$ cat src/source/tagctrl_pkg.sv
package tagctrl_pkg;

  // AXI4-Lite bus widths
  localparam int unsigned AddrWidth = 32;
  localparam int unsigned DataWidth = 32;

  // One tag bit guards one 128-bit capability granule
  localparam int unsigned CapBytes = 16;
  localparam int unsigned NumTags  = 256;

  // Region geometry derived from the granule size and tag count
  localparam int unsigned RegionBytes = NumTags * CapBytes;
  localparam int unsigned OffsetBits  = $clog2(CapBytes);
  localparam int unsigned RegionBits  = $clog2(RegionBytes);

  typedef logic [AddrWidth-1:0]       addr_t;
  typedef logic [DataWidth-1:0]       data_t;
  typedef logic [DataWidth/8-1:0]     strb_t;
  typedef logic [1:0]                 resp_t;
  typedef logic [$clog2(NumTags)-1:0] tag_idx_t;

  // Only two response codes are ever returned
  localparam resp_t RespOkay   = 2'b00;
  localparam resp_t RespDecerr = 2'b11;

  typedef enum logic {
    OpRead  = 1'b0,
    OpWrite = 1'b1
  } desc_op_e;

  typedef enum logic [1:0] {
    StoreIdle  = 2'd0,
    StoreRespB = 2'd1,
    StoreRespR = 2'd2
  } store_state_e;

endpackage

$ cat src/source/tagctrl_desc_if.sv
`timescale 1ns/1ps

interface tagctrl_desc_if import tagctrl_pkg::*; ();

  // Handshake
  logic     valid;
  logic     ready;

  // Descriptor payload
  desc_op_e op;
  logic     in_range;
  tag_idx_t tag_idx;
  logic     wr_en;
  logic     wr_tag;

  modport producer (
    output valid, op, in_range, tag_idx, wr_en, wr_tag,
    input  ready
  );

  modport consumer (
    input  valid, op, in_range, tag_idx, wr_en, wr_tag,
    output ready
  );

endinterface

$ cat src/source/tagctrl_ax.sv
`timescale 1ns/1ps

module tagctrl_ax import tagctrl_pkg::*; #(
  parameter addr_t DramBase = 32'h8000_0000
) (
  input  logic             clk_i,
  input  logic             rst_i,
  // Write address channel
  input  addr_t            awaddr_i,
  input  logic             awvalid_i,
  output logic             awready_o,
  // Write data channel
  input  data_t            wdata_i,
  input  strb_t            wstrb_i,
  input  logic             wvalid_i,
  output logic             wready_o,
  // Read address channel
  input  addr_t            araddr_i,
  input  logic             arvalid_i,
  output logic             arready_o,
  // Descriptor towards the FIFO
  tagctrl_desc_if.producer desc_o
);

  // Skid registers, one per request channel
  logic     aw_held_q, aw_held_d, aw_ready_q;
  logic     w_held_q, w_held_d, w_ready_q;
  logic     ar_held_q, ar_held_d, ar_ready_q;
  addr_t    aw_addr_q;
  addr_t    ar_addr_q;
  logic     w_en_q;
  logic     w_tag_q;

  logic     aw_acc, w_acc, ar_acc;
  logic     wr_pend, rd_pend;
  logic     slot_free;
  logic     grant_wr, grant_rd;
  logic     prio_wr_q;
  addr_t    sel_addr;
  logic     sel_in_range;

  // Output descriptor register
  logic     desc_valid_q;
  desc_op_e desc_op_q;
  logic     desc_in_range_q;
  tag_idx_t desc_idx_q;
  logic     desc_wr_en_q;
  logic     desc_wr_tag_q;

  assign aw_acc = awvalid_i & aw_ready_q;
  assign w_acc  = wvalid_i & w_ready_q;
  assign ar_acc = arvalid_i & ar_ready_q;

  // A write needs both its address and its data before it can compete
  assign wr_pend = aw_held_q & w_held_q;
  assign rd_pend = ar_held_q;

  assign slot_free = ~desc_valid_q | desc_o.ready;

  // Alternating priority between a complete write and a read
  assign grant_wr = slot_free & wr_pend & (~rd_pend | prio_wr_q);
  assign grant_rd = slot_free & rd_pend & (~wr_pend | ~prio_wr_q);

  assign aw_held_d = aw_acc | (aw_held_q & ~grant_wr);
  assign w_held_d  = w_acc | (w_held_q & ~grant_wr);
  assign ar_held_d = ar_acc | (ar_held_q & ~grant_rd);

  // Region decode relies on DramBase being aligned to the region size
  assign sel_addr     = grant_wr ? aw_addr_q : ar_addr_q;
  assign sel_in_range = (sel_addr[AddrWidth-1:RegionBits] == DramBase[AddrWidth-1:RegionBits]);

  always_ff @(posedge clk_i) begin
    if (rst_i) begin
      aw_held_q    <= 1'b0;
      w_held_q     <= 1'b0;
      ar_held_q    <= 1'b0;
      aw_ready_q   <= 1'b0;
      w_ready_q    <= 1'b0;
      ar_ready_q   <= 1'b0;
      prio_wr_q    <= 1'b1;
      desc_valid_q <= 1'b0;
    end else begin
      aw_held_q  <= aw_held_d;
      w_held_q   <= w_held_d;
      ar_held_q  <= ar_held_d;
      // Ready again as soon as the held request has been granted
      aw_ready_q <= ~aw_held_d;
      w_ready_q  <= ~w_held_d;
      ar_ready_q <= ~ar_held_d;
      if (grant_wr) begin
        prio_wr_q <= 1'b0;
      end else if (grant_rd) begin
        prio_wr_q <= 1'b1;
      end
      if (grant_wr || grant_rd) begin
        desc_valid_q <= 1'b1;
      end else if (desc_o.ready) begin
        desc_valid_q <= 1'b0;
      end
    end
  end

  always_ff @(posedge clk_i) begin
    if (aw_acc) begin
      aw_addr_q <= awaddr_i;
    end
    // Only strobe bit 0 and data bit 0 matter for a tag write
    if (w_acc) begin
      w_en_q  <= wstrb_i[0];
      w_tag_q <= wdata_i[0];
    end
    if (ar_acc) begin
      ar_addr_q <= araddr_i;
    end
    if (grant_wr || grant_rd) begin
      desc_op_q       <= grant_wr ? OpWrite : OpRead;
      desc_in_range_q <= sel_in_range;
      desc_idx_q      <= sel_addr[RegionBits-1:OffsetBits];
      desc_wr_en_q    <= grant_wr & w_en_q;
      desc_wr_tag_q   <= grant_wr & w_tag_q;
    end
  end

  assign awready_o = aw_ready_q;
  assign wready_o  = w_ready_q;
  assign arready_o = ar_ready_q;

  assign desc_o.valid    = desc_valid_q;
  assign desc_o.op       = desc_op_q;
  assign desc_o.in_range = desc_in_range_q;
  assign desc_o.tag_idx  = desc_idx_q;
  assign desc_o.wr_en    = desc_wr_en_q;
  assign desc_o.wr_tag   = desc_wr_tag_q;

endmodule

$ cat src/source/tagctrl_desc_fifo.sv
`timescale 1ns/1ps

module tagctrl_desc_fifo import tagctrl_pkg::*; #(
  parameter int unsigned FifoDepth = 4
) (
  input  logic             clk_i,
  input  logic             rst_i,
  tagctrl_desc_if.consumer push_i,
  tagctrl_desc_if.producer pop_o
);

  localparam int unsigned PtrW = $clog2(FifoDepth);
  localparam int unsigned CntW = $clog2(FifoDepth + 1);

  typedef logic [PtrW-1:0] ptr_t;
  typedef logic [CntW-1:0] cnt_t;

  // Payload storage, one array per descriptor field
  desc_op_e op_mem       [FifoDepth];
  logic     in_range_mem [FifoDepth];
  tag_idx_t tag_idx_mem  [FifoDepth];
  logic     wr_en_mem    [FifoDepth];
  logic     wr_tag_mem   [FifoDepth];

  ptr_t wr_ptr_q, rd_ptr_q;
  cnt_t count_q;
  logic push, pop;

  // Wrap also works for depths that are not a power of two
  function automatic ptr_t next_ptr(input ptr_t ptr);
    if (ptr == ptr_t'(FifoDepth - 1)) begin
      return '0;
    end else begin
      return ptr + ptr_t'(1);
    end
  endfunction

  assign push_i.ready = (count_q != cnt_t'(FifoDepth));
  assign pop_o.valid  = (count_q != '0);

  assign push = push_i.valid & push_i.ready;
  assign pop  = pop_o.valid & pop_o.ready;

  always_ff @(posedge clk_i) begin
    if (rst_i) begin
      wr_ptr_q <= '0;
      rd_ptr_q <= '0;
      count_q  <= '0;
    end else begin
      if (push) begin
        wr_ptr_q <= next_ptr(wr_ptr_q);
      end
      if (pop) begin
        rd_ptr_q <= next_ptr(rd_ptr_q);
      end
      if (push && !pop) begin
        count_q <= count_q + cnt_t'(1);
      end else if (pop && !push) begin
        count_q <= count_q - cnt_t'(1);
      end
    end
  end

  always_ff @(posedge clk_i) begin
    if (push) begin
      op_mem[wr_ptr_q]       <= push_i.op;
      in_range_mem[wr_ptr_q] <= push_i.in_range;
      tag_idx_mem[wr_ptr_q]  <= push_i.tag_idx;
      wr_en_mem[wr_ptr_q]    <= push_i.wr_en;
      wr_tag_mem[wr_ptr_q]   <= push_i.wr_tag;
    end
  end

  // Head entry is only visible once count_q has counted it
  assign pop_o.op       = op_mem[rd_ptr_q];
  assign pop_o.in_range = in_range_mem[rd_ptr_q];
  assign pop_o.tag_idx  = tag_idx_mem[rd_ptr_q];
  assign pop_o.wr_en    = wr_en_mem[rd_ptr_q];
  assign pop_o.wr_tag   = wr_tag_mem[rd_ptr_q];

endmodule

$ cat src/source/tagctrl_tag_store.sv
`timescale 1ns/1ps

module tagctrl_tag_store import tagctrl_pkg::*; (
  input  logic             clk_i,
  input  logic             rst_i,
  tagctrl_desc_if.consumer desc_i,
  // Write response channel
  output resp_t            bresp_o,
  output logic             bvalid_o,
  input  logic             bready_i,
  // Read data channel
  output data_t            rdata_o,
  output resp_t            rresp_o,
  output logic             rvalid_o,
  input  logic             rready_i
);

  // One bit per granule of the region
  logic [NumTags-1:0] tag_q;

  store_state_e state_q, state_d;
  resp_t        bresp_q;
  resp_t        rresp_q;
  data_t        rdata_q;
  logic         pop;
  logic         pop_wr;
  logic         tag_wr;
  resp_t        pop_resp;

  // Only one response can be outstanding at a time
  assign desc_i.ready = (state_q == StoreIdle);
  assign pop          = desc_i.valid & desc_i.ready;
  assign pop_wr       = pop & (desc_i.op == OpWrite);
  assign pop_resp     = desc_i.in_range ? RespOkay : RespDecerr;

  // Out-of-range or strobe-less writes leave the array alone
  assign tag_wr = pop_wr & desc_i.in_range & desc_i.wr_en;

  always_comb begin
    state_d = state_q;
    unique case (state_q)
      StoreIdle: begin
        if (pop) begin
          state_d = pop_wr ? StoreRespB : StoreRespR;
        end
      end
      StoreRespB: begin
        if (bready_i) begin
          state_d = StoreIdle;
        end
      end
      StoreRespR: begin
        if (rready_i) begin
          state_d = StoreIdle;
        end
      end
      default: state_d = StoreIdle;
    endcase
  end

  always_ff @(posedge clk_i) begin
    if (rst_i) begin
      state_q <= StoreIdle;
      tag_q   <= '0;
    end else begin
      state_q <= state_d;
      if (tag_wr) begin
        tag_q[desc_i.tag_idx] <= desc_i.wr_tag;
      end
    end
  end

  // Response payload is captured at the pop and held until the handshake
  always_ff @(posedge clk_i) begin
    if (pop_wr) begin
      bresp_q <= pop_resp;
    end
    if (pop && !pop_wr) begin
      rresp_q <= pop_resp;
      rdata_q <= data_t'(desc_i.in_range & tag_q[desc_i.tag_idx]);
    end
  end

  assign bvalid_o = (state_q == StoreRespB);
  assign bresp_o  = bresp_q;
  assign rvalid_o = (state_q == StoreRespR);
  assign rresp_o  = rresp_q;
  assign rdata_o  = rdata_q;

endmodule

$ cat src/source/tagctrl_top.sv
`timescale 1ns/1ps

module tagctrl_top import tagctrl_pkg::*; #(
  parameter addr_t       DramBase  = 32'h8000_0000,
  parameter int unsigned FifoDepth = 4
) (
  input  logic  clk_i,
  input  logic  rst_i,
  // AXI4-Lite write address
  input  addr_t awaddr_i,
  input  logic  awvalid_i,
  output logic  awready_o,
  // AXI4-Lite write data
  input  data_t wdata_i,
  input  strb_t wstrb_i,
  input  logic  wvalid_i,
  output logic  wready_o,
  // AXI4-Lite write response
  output resp_t bresp_o,
  output logic  bvalid_o,
  input  logic  bready_i,
  // AXI4-Lite read address
  input  addr_t araddr_i,
  input  logic  arvalid_i,
  output logic  arready_o,
  // AXI4-Lite read data
  output data_t rdata_o,
  output resp_t rresp_o,
  output logic  rvalid_o,
  input  logic  rready_i
);

  // Producer to FIFO, and FIFO to consumer
  tagctrl_desc_if ax_desc_if ();
  tagctrl_desc_if store_desc_if ();

  tagctrl_ax #(
    .DramBase (DramBase)
  ) tagctrl_ax_i (
    .clk_i     (clk_i),
    .rst_i     (rst_i),
    .awaddr_i  (awaddr_i),
    .awvalid_i (awvalid_i),
    .awready_o (awready_o),
    .wdata_i   (wdata_i),
    .wstrb_i   (wstrb_i),
    .wvalid_i  (wvalid_i),
    .wready_o  (wready_o),
    .araddr_i  (araddr_i),
    .arvalid_i (arvalid_i),
    .arready_o (arready_o),
    .desc_o    (ax_desc_if)
  );

  // Lets several requests wait while the B or R channel is stalled
  tagctrl_desc_fifo #(
    .FifoDepth (FifoDepth)
  ) tagctrl_desc_fifo_i (
    .clk_i  (clk_i),
    .rst_i  (rst_i),
    .push_i (ax_desc_if),
    .pop_o  (store_desc_if)
  );

  tagctrl_tag_store tagctrl_tag_store_i (
    .clk_i    (clk_i),
    .rst_i    (rst_i),
    .desc_i   (store_desc_if),
    .bresp_o  (bresp_o),
    .bvalid_o (bvalid_o),
    .bready_i (bready_i),
    .rdata_o  (rdata_o),
    .rresp_o  (rresp_o),
    .rvalid_o (rvalid_o),
    .rready_i (rready_i)
  );

endmodule

$ cat config.mk
export PLATFORM = sky130hd
export DESIGN_NAME = tagctrl_top
export DESIGN_NICKNAME = d
export VERILOG_FILES = /design/src/source/tagctrl_pkg.sv /design/src/source/tagctrl_desc_if.sv /design/src/source/tagctrl_ax.sv /design/src/source/tagctrl_desc_fifo.sv /design/src/source/tagctrl_tag_store.sv /design/src/source/tagctrl_top.sv
export SDC_FILE = /design/constraint.sdc
export NUM_CORES = 1
export LEC_CHECK = 0
export BUFFER_PORTS_ARGS = -buffer_cell sky130_fd_sc_hd__buf_2
export CORE_ASPECT_RATIO = 0.6
export CORE_UTILIZATION = 50
export CTS_CLUSTER_DIAMETER = 30
export DETAILED_ROUTE_END_ITERATION = 7
export PLACE_DENSITY = 0.68
export SETUP_SLACK_MARGIN = 0.02
export SYNTH_ARGS = -nofsm -noshare
export SYNTH_HDL_FRONTEND = slang
export SYNTH_SLANG_ARGS = --single-unit
export TNS_END_PERCENT = 50
$ cat constraint.sdc
create_clock -name clk_i -period 6.9 [get_ports clk_i]
set_input_delay 1.035 -clock clk_i [delete_from_list [all_inputs] [get_ports clk_i]]
set_output_delay 1.035 -clock clk_i [all_outputs]
set_load 0.05 [all_outputs]
======== After elaboration in Yosys (flattened, before gate mapping) ========
Memories as Yosys holds them, arrays and structs flattened. A register that Yosys moved wholly into a read port is not among the register bits.
Index checks and enable logic that the tools add are counted.
Widths: inputs -> output; s select.
storage, ports and cells
  input bits .............................. 107
  logic and storage cells ................. 126
  RAM bits ................................ 48
  flip-flop bits (word level) ............. 387
  output and inout bits ................... 41
  memories kept ........................... 5
memory list
  name                              words  bits a word  read ports  clocked after Yosys merged registers in  write ports  line                     RTL
  tagctrl_desc_fifo_i.tag_idx_mem   4      8            1           1                                        1            tagctrl_desc_fifo.sv:21  tag_idx_t tag_idx_mem [FifoDepth];
  tagctrl_desc_fifo_i.in_range_mem  4      1            1           1                                        1            tagctrl_desc_fifo.sv:20  logic in_range_mem [FifoDepth];
  tagctrl_desc_fifo_i.op_mem        4      1            1           1                                        1            tagctrl_desc_fifo.sv:19  desc_op_e op_mem [FifoDepth];
  tagctrl_desc_fifo_i.wr_en_mem     4      1            1           1                                        1            tagctrl_desc_fifo.sv:22  logic wr_en_mem [FifoDepth];
  tagctrl_desc_fifo_i.wr_tag_mem    4      1            1           1                                        1            tagctrl_desc_fifo.sv:23  logic wr_tag_mem [FifoDepth];
operators by class
  equality and inequality tests ........... 9
  order comparisons ....................... 2
  add/subtract/negate cells ............... 4
  reduce and logical (&&, ||, !) cells .... 14
  mux-type cells .......................... 33
  bitwise logic cells ..................... 34
operator list
  operator              count
  $bwmux 256            1
  $mux 2                17
  $mux 32               1
  $eq 20x20->1 const B  1
  $and 1x1->1           19
  $lt 8x9->1 const B    1
  $mux 1                9
  $not 1->1             9
  $bmux 1 s8            1
  $demux 1 s8           1
  $ge 8x1->1 const B    1
  $eq 2x2->1 const B    3
  $mux 3                2
  $or 1x1->1            6
  $pmux 2 s3            1
  $reduce_bool 2->1     3
  $add 2x1->2 const B   2
  $logic_and 1x1->1     4
  $ne 2x1->1 const B    2
  $add 3x1->3 const B   1
  $logic_not 1->1       3
  $ne 3x3->1 const B    1
  $reduce_and 3->1      1
  $reduce_bool 3->1     1
  5 further kinds       5

======== Longest topological paths before layout ========
  depth after elaboration ................. 8
  mapped depth ............................ 13
  mapped depth without buffers ............ 8

======== Modules after synthesis ========
From an unflattened synthesis, not the netlist that was laid out.
second synthesis, totals
  cell total of the unflattened synthesis .. 1744
  area, all modules ....................... 17445.5 sq um
modules (own cells, without submodules)
  module             cells each  area an instance (sq um)  instances  sequential area each (sq um)
  tagctrl_tag_store  1491        12614.6                   1          5255.0
  tagctrl_ax         143         2623.8                    1          2262.2
  tagctrl_desc_fifo  110         2207.1                    1          1621.6

======== Worst setup path after synthesis ========
Ideal clock, no wire load.
  path type ............................... register -> register
  start ................................... register (tool-made name)
  end ..................................... register tagctrl_tag_store_i.rdata_q[0] (netlist: tagctrl_tag_store_i.rdata_o[0]), data pin
  setup time .............................. 262 ps
  data required time ...................... 6638 ps
  period minus slack after synthesis ...... 2635 ps
  data arrival time ....................... 2372 ps
  slack ................................... 4265 ps
  cell stages (with the launch flop) ...... 13
  buffers on the path ..................... 5
  cells stage by stage .................... dfxtp_1 > buf_6 > buf_12 > mux4_2 > buf_6 > buf_6 > buf_4 > a211oi_1 > a311oi_1 > a211oi_1 > o21bai_1 > a211oi_2 > nor4_2
RTL lines
  what                  line                     RTL
  end signal, assigned  tagctrl_tag_store.sv:80  rdata_q <= data_t'(desc_i.in_range & tag_q[desc_i.tag_idx]);
  end, declared         tagctrl_tag_store.sv:24  data_t rdata_q;

==> results_dict.tcl <==
set metrics [dict create \
    dp_hpwl_um 29500 \
    synthToLayoutAreaGrowth_pct 10.7 \
    layout.cell_area.non_filler_um2 20300 \
    synth_ff_type "sky130_fd_sc_hd__dfxtp_1" \
    crit_type "reg2reg" \
    placed_area_um2 18600 \
    tritoncts_num_sinks 396 \
    synth_area_per_cell_um2 8.75 \
    global_route.usage.met1 0.391 \
    cts_setup_buffers 0 \
    port_buffers 74 \
    synth.distinct_cells 60 \
    maximum_fanout_along_the_worst_path 54 \
    gpl.final_weighted_congestion 0.848 \
    core_area_um2 35500 \
    dieHeight_um 150 \
    die_width_um 249 \
    fp-row-count 53 \
    fin_worst_skew_ns 0.0243 \
    largest_net_degree_at_the_start_of_global_routing 162 \
    final.min_clock_period_ns 4.37 \
    final_antenna_net_count 0 \
    syn-cell-area_um2 18300 \
    grt_use_met3 0.0692 \
    setup_viol 0 \
    via_count_of_the_first_global_routing_pass 13500 \
    cts_max_level 2 \
    worstSetupStartpointType "flop" \
    floorplan.initialDensity 0.515 \
    grt_antenna_before_repair 0 \
    layout-drive-gt1-share 0.120 \
    grt_overflow_total 0 \
    preCtsSetupSlack_ns 2.59 \
    power.density_cell_area_nw_per_um2 348 \
    edff_count_synth 121 \
    vdd_drop_max_v 0.000265 \
    clk_pin_slew_worst_paths_ns 0.06 \
    max_slew_margin 0.279 \
    post_cts_resized 0 \
    global_route_wire_length_before_repair_um 76400 \
    finalHoldViolations 0 \
    antenna_cells 0 \
    clk_path_buf_depth 3 \
    ys.warnings.count 0 \
    finalSetupTns_ns 0 \
    final_min_period_over_clock_period 0.634 \
    route.detailed.wl_per_inst_um 19.1 \
    maxCapViolCount 0 \
    drt_first_pass_iters 7 \
    final_critical_path_setup_slack_ns 2.53 \
    fmax_mhz 229 \
    boundaryPins 148 \
    ys_ff_latch 396 \
    cts_tree "yes" \
    grt_busiest_layer "met1" \
    detailed_route_iter0_violations 1918 \
    cellLeakagePower_nw 6.91 \
    rsz0062_at_grt "false" \
    critical_path.endpoint_type "flop" \
    clock_tree.root_cell "sky130_fd_sc_hd__clkbuf_16" \
    clock_insertion_delay_worst_skew_ns 0.57 \
    gr-usage-all-layers 0.260 \
    critPathRequiredTime_ns 7.22 \
    nets 2185 \
    run_status "finished, final reports clean" \
    cts_made_buffers 49 \
    synth_async_sr_flop_share 0 \
    hold_class "reg2reg" \
    critPathArrivalTime_ns 4.69 \
    detail_route.vias_per_cell 5.89 \
    grt.met2_usage 0.367 \
    ys_seq_area_frac 0.499 \
    regToRegSetupSlack_ns 2.53 \
    total_wirelength_of_the_detailed_routed_design_um 49200 \
    synthesized_instance_count 2092 \
    utilization 0.570 \
    vias_post_dr 15200 \
    post_cts_hold_buffer_count 0 \
    worst-slew-pin-transition_ns 1.08 \
    die_area_um2 37400 \
    finalMaxSlewViolations 0 \
    drc 0 \
]
==> state kept, by name (all words and copies together) (netlist names), 2 cells and up, named ones only <==
register and count:
tagctrl_ax_i.aw_addr_q 28, tagctrl_desc_fifo_i.rd_ptr_q 2, tagctrl_desc_fifo_i.tag_idx_mem 32, tagctrl_ax_i.ar_addr_q 28, tagctrl_desc_fifo_i.wr_ptr_q 2, tagctrl_desc_fifo_i.in_range_mem 4
tagctrl_ax_i.desc_o.tag_idx 8, tagctrl_desc_fifo_i.wr_tag_mem 4, tagctrl_tag_store_i.state_q 2, tagctrl_desc_fifo_i.count_q 3, tagctrl_tag_store_i.tag_q 256, tagctrl_desc_fifo_i.wr_en_mem 4
tagctrl_desc_fifo_i.op_mem 4
==> cell usage after synthesis (5+ instances only) <==
master                     instances  area [um^2]
sky130_fd_sc_hd__buf_4            39          293
sky130_fd_sc_hd__and2_1           14         87.6
sky130_fd_sc_hd__nor2b_1          28          175
sky130_fd_sc_hd__o22ai_1           8         50.1
sky130_fd_sc_hd__nor4_1           16          100
sky130_fd_sc_hd__a211oi_1         42          315
sky130_fd_sc_hd__dfxtp_1         275         5510
sky130_fd_sc_hd__nand2_1         539         2020
sky130_fd_sc_hd__nand3_1         214         1070
sky130_fd_sc_hd__nor3_1            8         40.0
sky130_fd_sc_hd__a311oi_1         15          131
sky130_fd_sc_hd__and3_1            5         31.3
sky130_fd_sc_hd__edfxtp_1        121         3630
sky130_fd_sc_hd__a31oi_1          24          150
sky130_fd_sc_hd__buf_2            61          305
sky130_fd_sc_hd__and2_0           12         75.1
sky130_fd_sc_hd__nand2b_1         11         68.8
sky130_fd_sc_hd__o21ai_0          25          125
sky130_fd_sc_hd__clkbuf_1        105          394
sky130_fd_sc_hd__ha_1              6         75.1
sky130_fd_sc_hd__mux4_2           22          495
sky130_fd_sc_hd__a21oi_1         212         1060
sky130_fd_sc_hd__inv_1             7         26.3
sky130_fd_sc_hd__nor2_1          112          420
sky130_fd_sc_hd__buf_6             8         90.1
sky130_fd_sc_hd__mux2i_1         103         1030
==> stage by stage <==
stage	cells	total power [W]	hold WS, ns
final	2576	0.00705	0.451
after global routing	2576	0.00730	0.464
after CTS	2576	0.00704	0.451
after detailed placement	2487	0.00445	0.443
after global placement	2487	0.00443	0.437
after floorplan	2122	0.00400	0.432
==> placed cells by master (no fill, tap or decap), types with 4 or more instances in the layout <==
master / instances
sky130_fd_sc_hd__nand2_1: 539
sky130_fd_sc_hd__dfxtp_1: 275
sky130_fd_sc_hd__nand3_1: 214
sky130_fd_sc_hd__a21oi_1: 212
sky130_fd_sc_hd__edfxtp_1: 121
sky130_fd_sc_hd__nor2_1: 103
sky130_fd_sc_hd__mux2i_1: 103
sky130_fd_sc_hd__buf_2: 73
sky130_fd_sc_hd__clkbuf_16: 49
sky130_fd_sc_hd__a211oi_1: 42
sky130_fd_sc_hd__buf_4: 40
sky130_fd_sc_hd__conb_1: 31
sky130_fd_sc_hd__nor2b_1: 28
sky130_fd_sc_hd__o21ai_0: 25
sky130_fd_sc_hd__a31oi_1: 23
sky130_fd_sc_hd__mux4_2: 19
sky130_fd_sc_hd__nor4_1: 16
sky130_fd_sc_hd__a311oi_1: 15
sky130_fd_sc_hd__and2_1: 14
sky130_fd_sc_hd__and2_0: 12
sky130_fd_sc_hd__nor2_2: 12
sky130_fd_sc_hd__nand2b_1: 11
sky130_fd_sc_hd__nor3_1: 8
sky130_fd_sc_hd__o22ai_1: 8
sky130_fd_sc_hd__inv_6: 8
sky130_fd_sc_hd__inv_1: 7
sky130_fd_sc_hd__ha_1: 6
sky130_fd_sc_hd__clkinv_4: 6
sky130_fd_sc_hd__clkinv_2: 6
sky130_fd_sc_hd__clkbuf_1: 6
sky130_fd_sc_hd__and3_1: 5
sky130_fd_sc_hd__clkbuf_8: 5
sky130_fd_sc_hd__mux2_2: 4
sky130_fd_sc_hd__o211ai_1: 4
sky130_fd_sc_hd__nor2_4: 4
sky130_fd_sc_hd__bufinv_16: 4
sky130_fd_sc_hd__inv_8: 4
==> cell type report <==
class | instances | area [um^2]
Multi-Input combinational cell | 1502 | 8170
Clock buffer | 59 | 1300
Clock inverter | 30 | 333
Inverter | 7 | 26.3
Tap cell | 467 | 584
Fill cell | 3092 | 15300
Timing Repair Buffer | 115 | 699
Sequential cell | 396 | 9140
==> cells by family after synthesis <==
logic type                 share of synthesized area
and+or+nand+nor                                0.238
muxes                                         0.0859
other                                       0.000205
xor gates and xnor gates                    0.000958
buffers and inverters                         0.0623
AOI/OAI and AO/OA                              0.108
adders and majority gates                    0.00520
DFF                                            0.499
==> power by group <==
group / total [W] / internal [W] / switching (W) / leakage [nW]
logic: 0.00194 / 0.000483 / 0.00146 / 2.78
registers: 0.00251 / 0.00246 / 0.0000511 / 3.33
clock network: 0.00259 / 0.00153 / 0.00107 / 0.805
total: 0.00705 / 0.00447 / 0.00258 / 6.91
==> path summary, 6_finish.rpt <==
kind / from / end / cells after the start
hold reg to reg: tagctrl_tag_store_i.tag_q[144]$_SDFFE_PP0P_ / tagctrl_tag_store_i.tag_q[144]$_SDFFE_PP0P_ / 2
setup reg to reg: flop / tagctrl_tag_store_i.rdata_o[0]$_DFFE_PP_ / 9
hold / removal: tagctrl_tag_store_i.tag_q[144]$_SDFFE_PP0P_ / tagctrl_tag_store_i.tag_q[144]$_SDFFE_PP0P_ / 2
setup / recovery: flop / tagctrl_tag_store_i.rdata_o[0]$_DFFE_PP_ / 9
==> worst max-delay path, cell delays in order (launching register included) <==
cell and delay (ns):
sky130_fd_sc_hd__dfxtp_1 0.78, sky130_fd_sc_hd__mux4_4 1.12, sky130_fd_sc_hd__buf_4 0.40, sky130_fd_sc_hd__nor2b_1 0.15, sky130_fd_sc_hd__a211oi_1 0.06, sky130_fd_sc_hd__a31oi_1 0.36
sky130_fd_sc_hd__nor2_1 0.08, sky130_fd_sc_hd__a2111oi_1 0.51, sky130_fd_sc_hd__a211oi_2 0.17, sky130_fd_sc_hd__nor4_2 0.45
==> routing by layer <==
metal / wire length, um / vias to the layer above
li1: - / 7115
met1: 22900 / 7269
met2: 20100 / 703
met3: 5170 / 82
met4: 1000 / 0
met5: 0 / -
No activity file was read; power rests on OpenSTA's default activity.
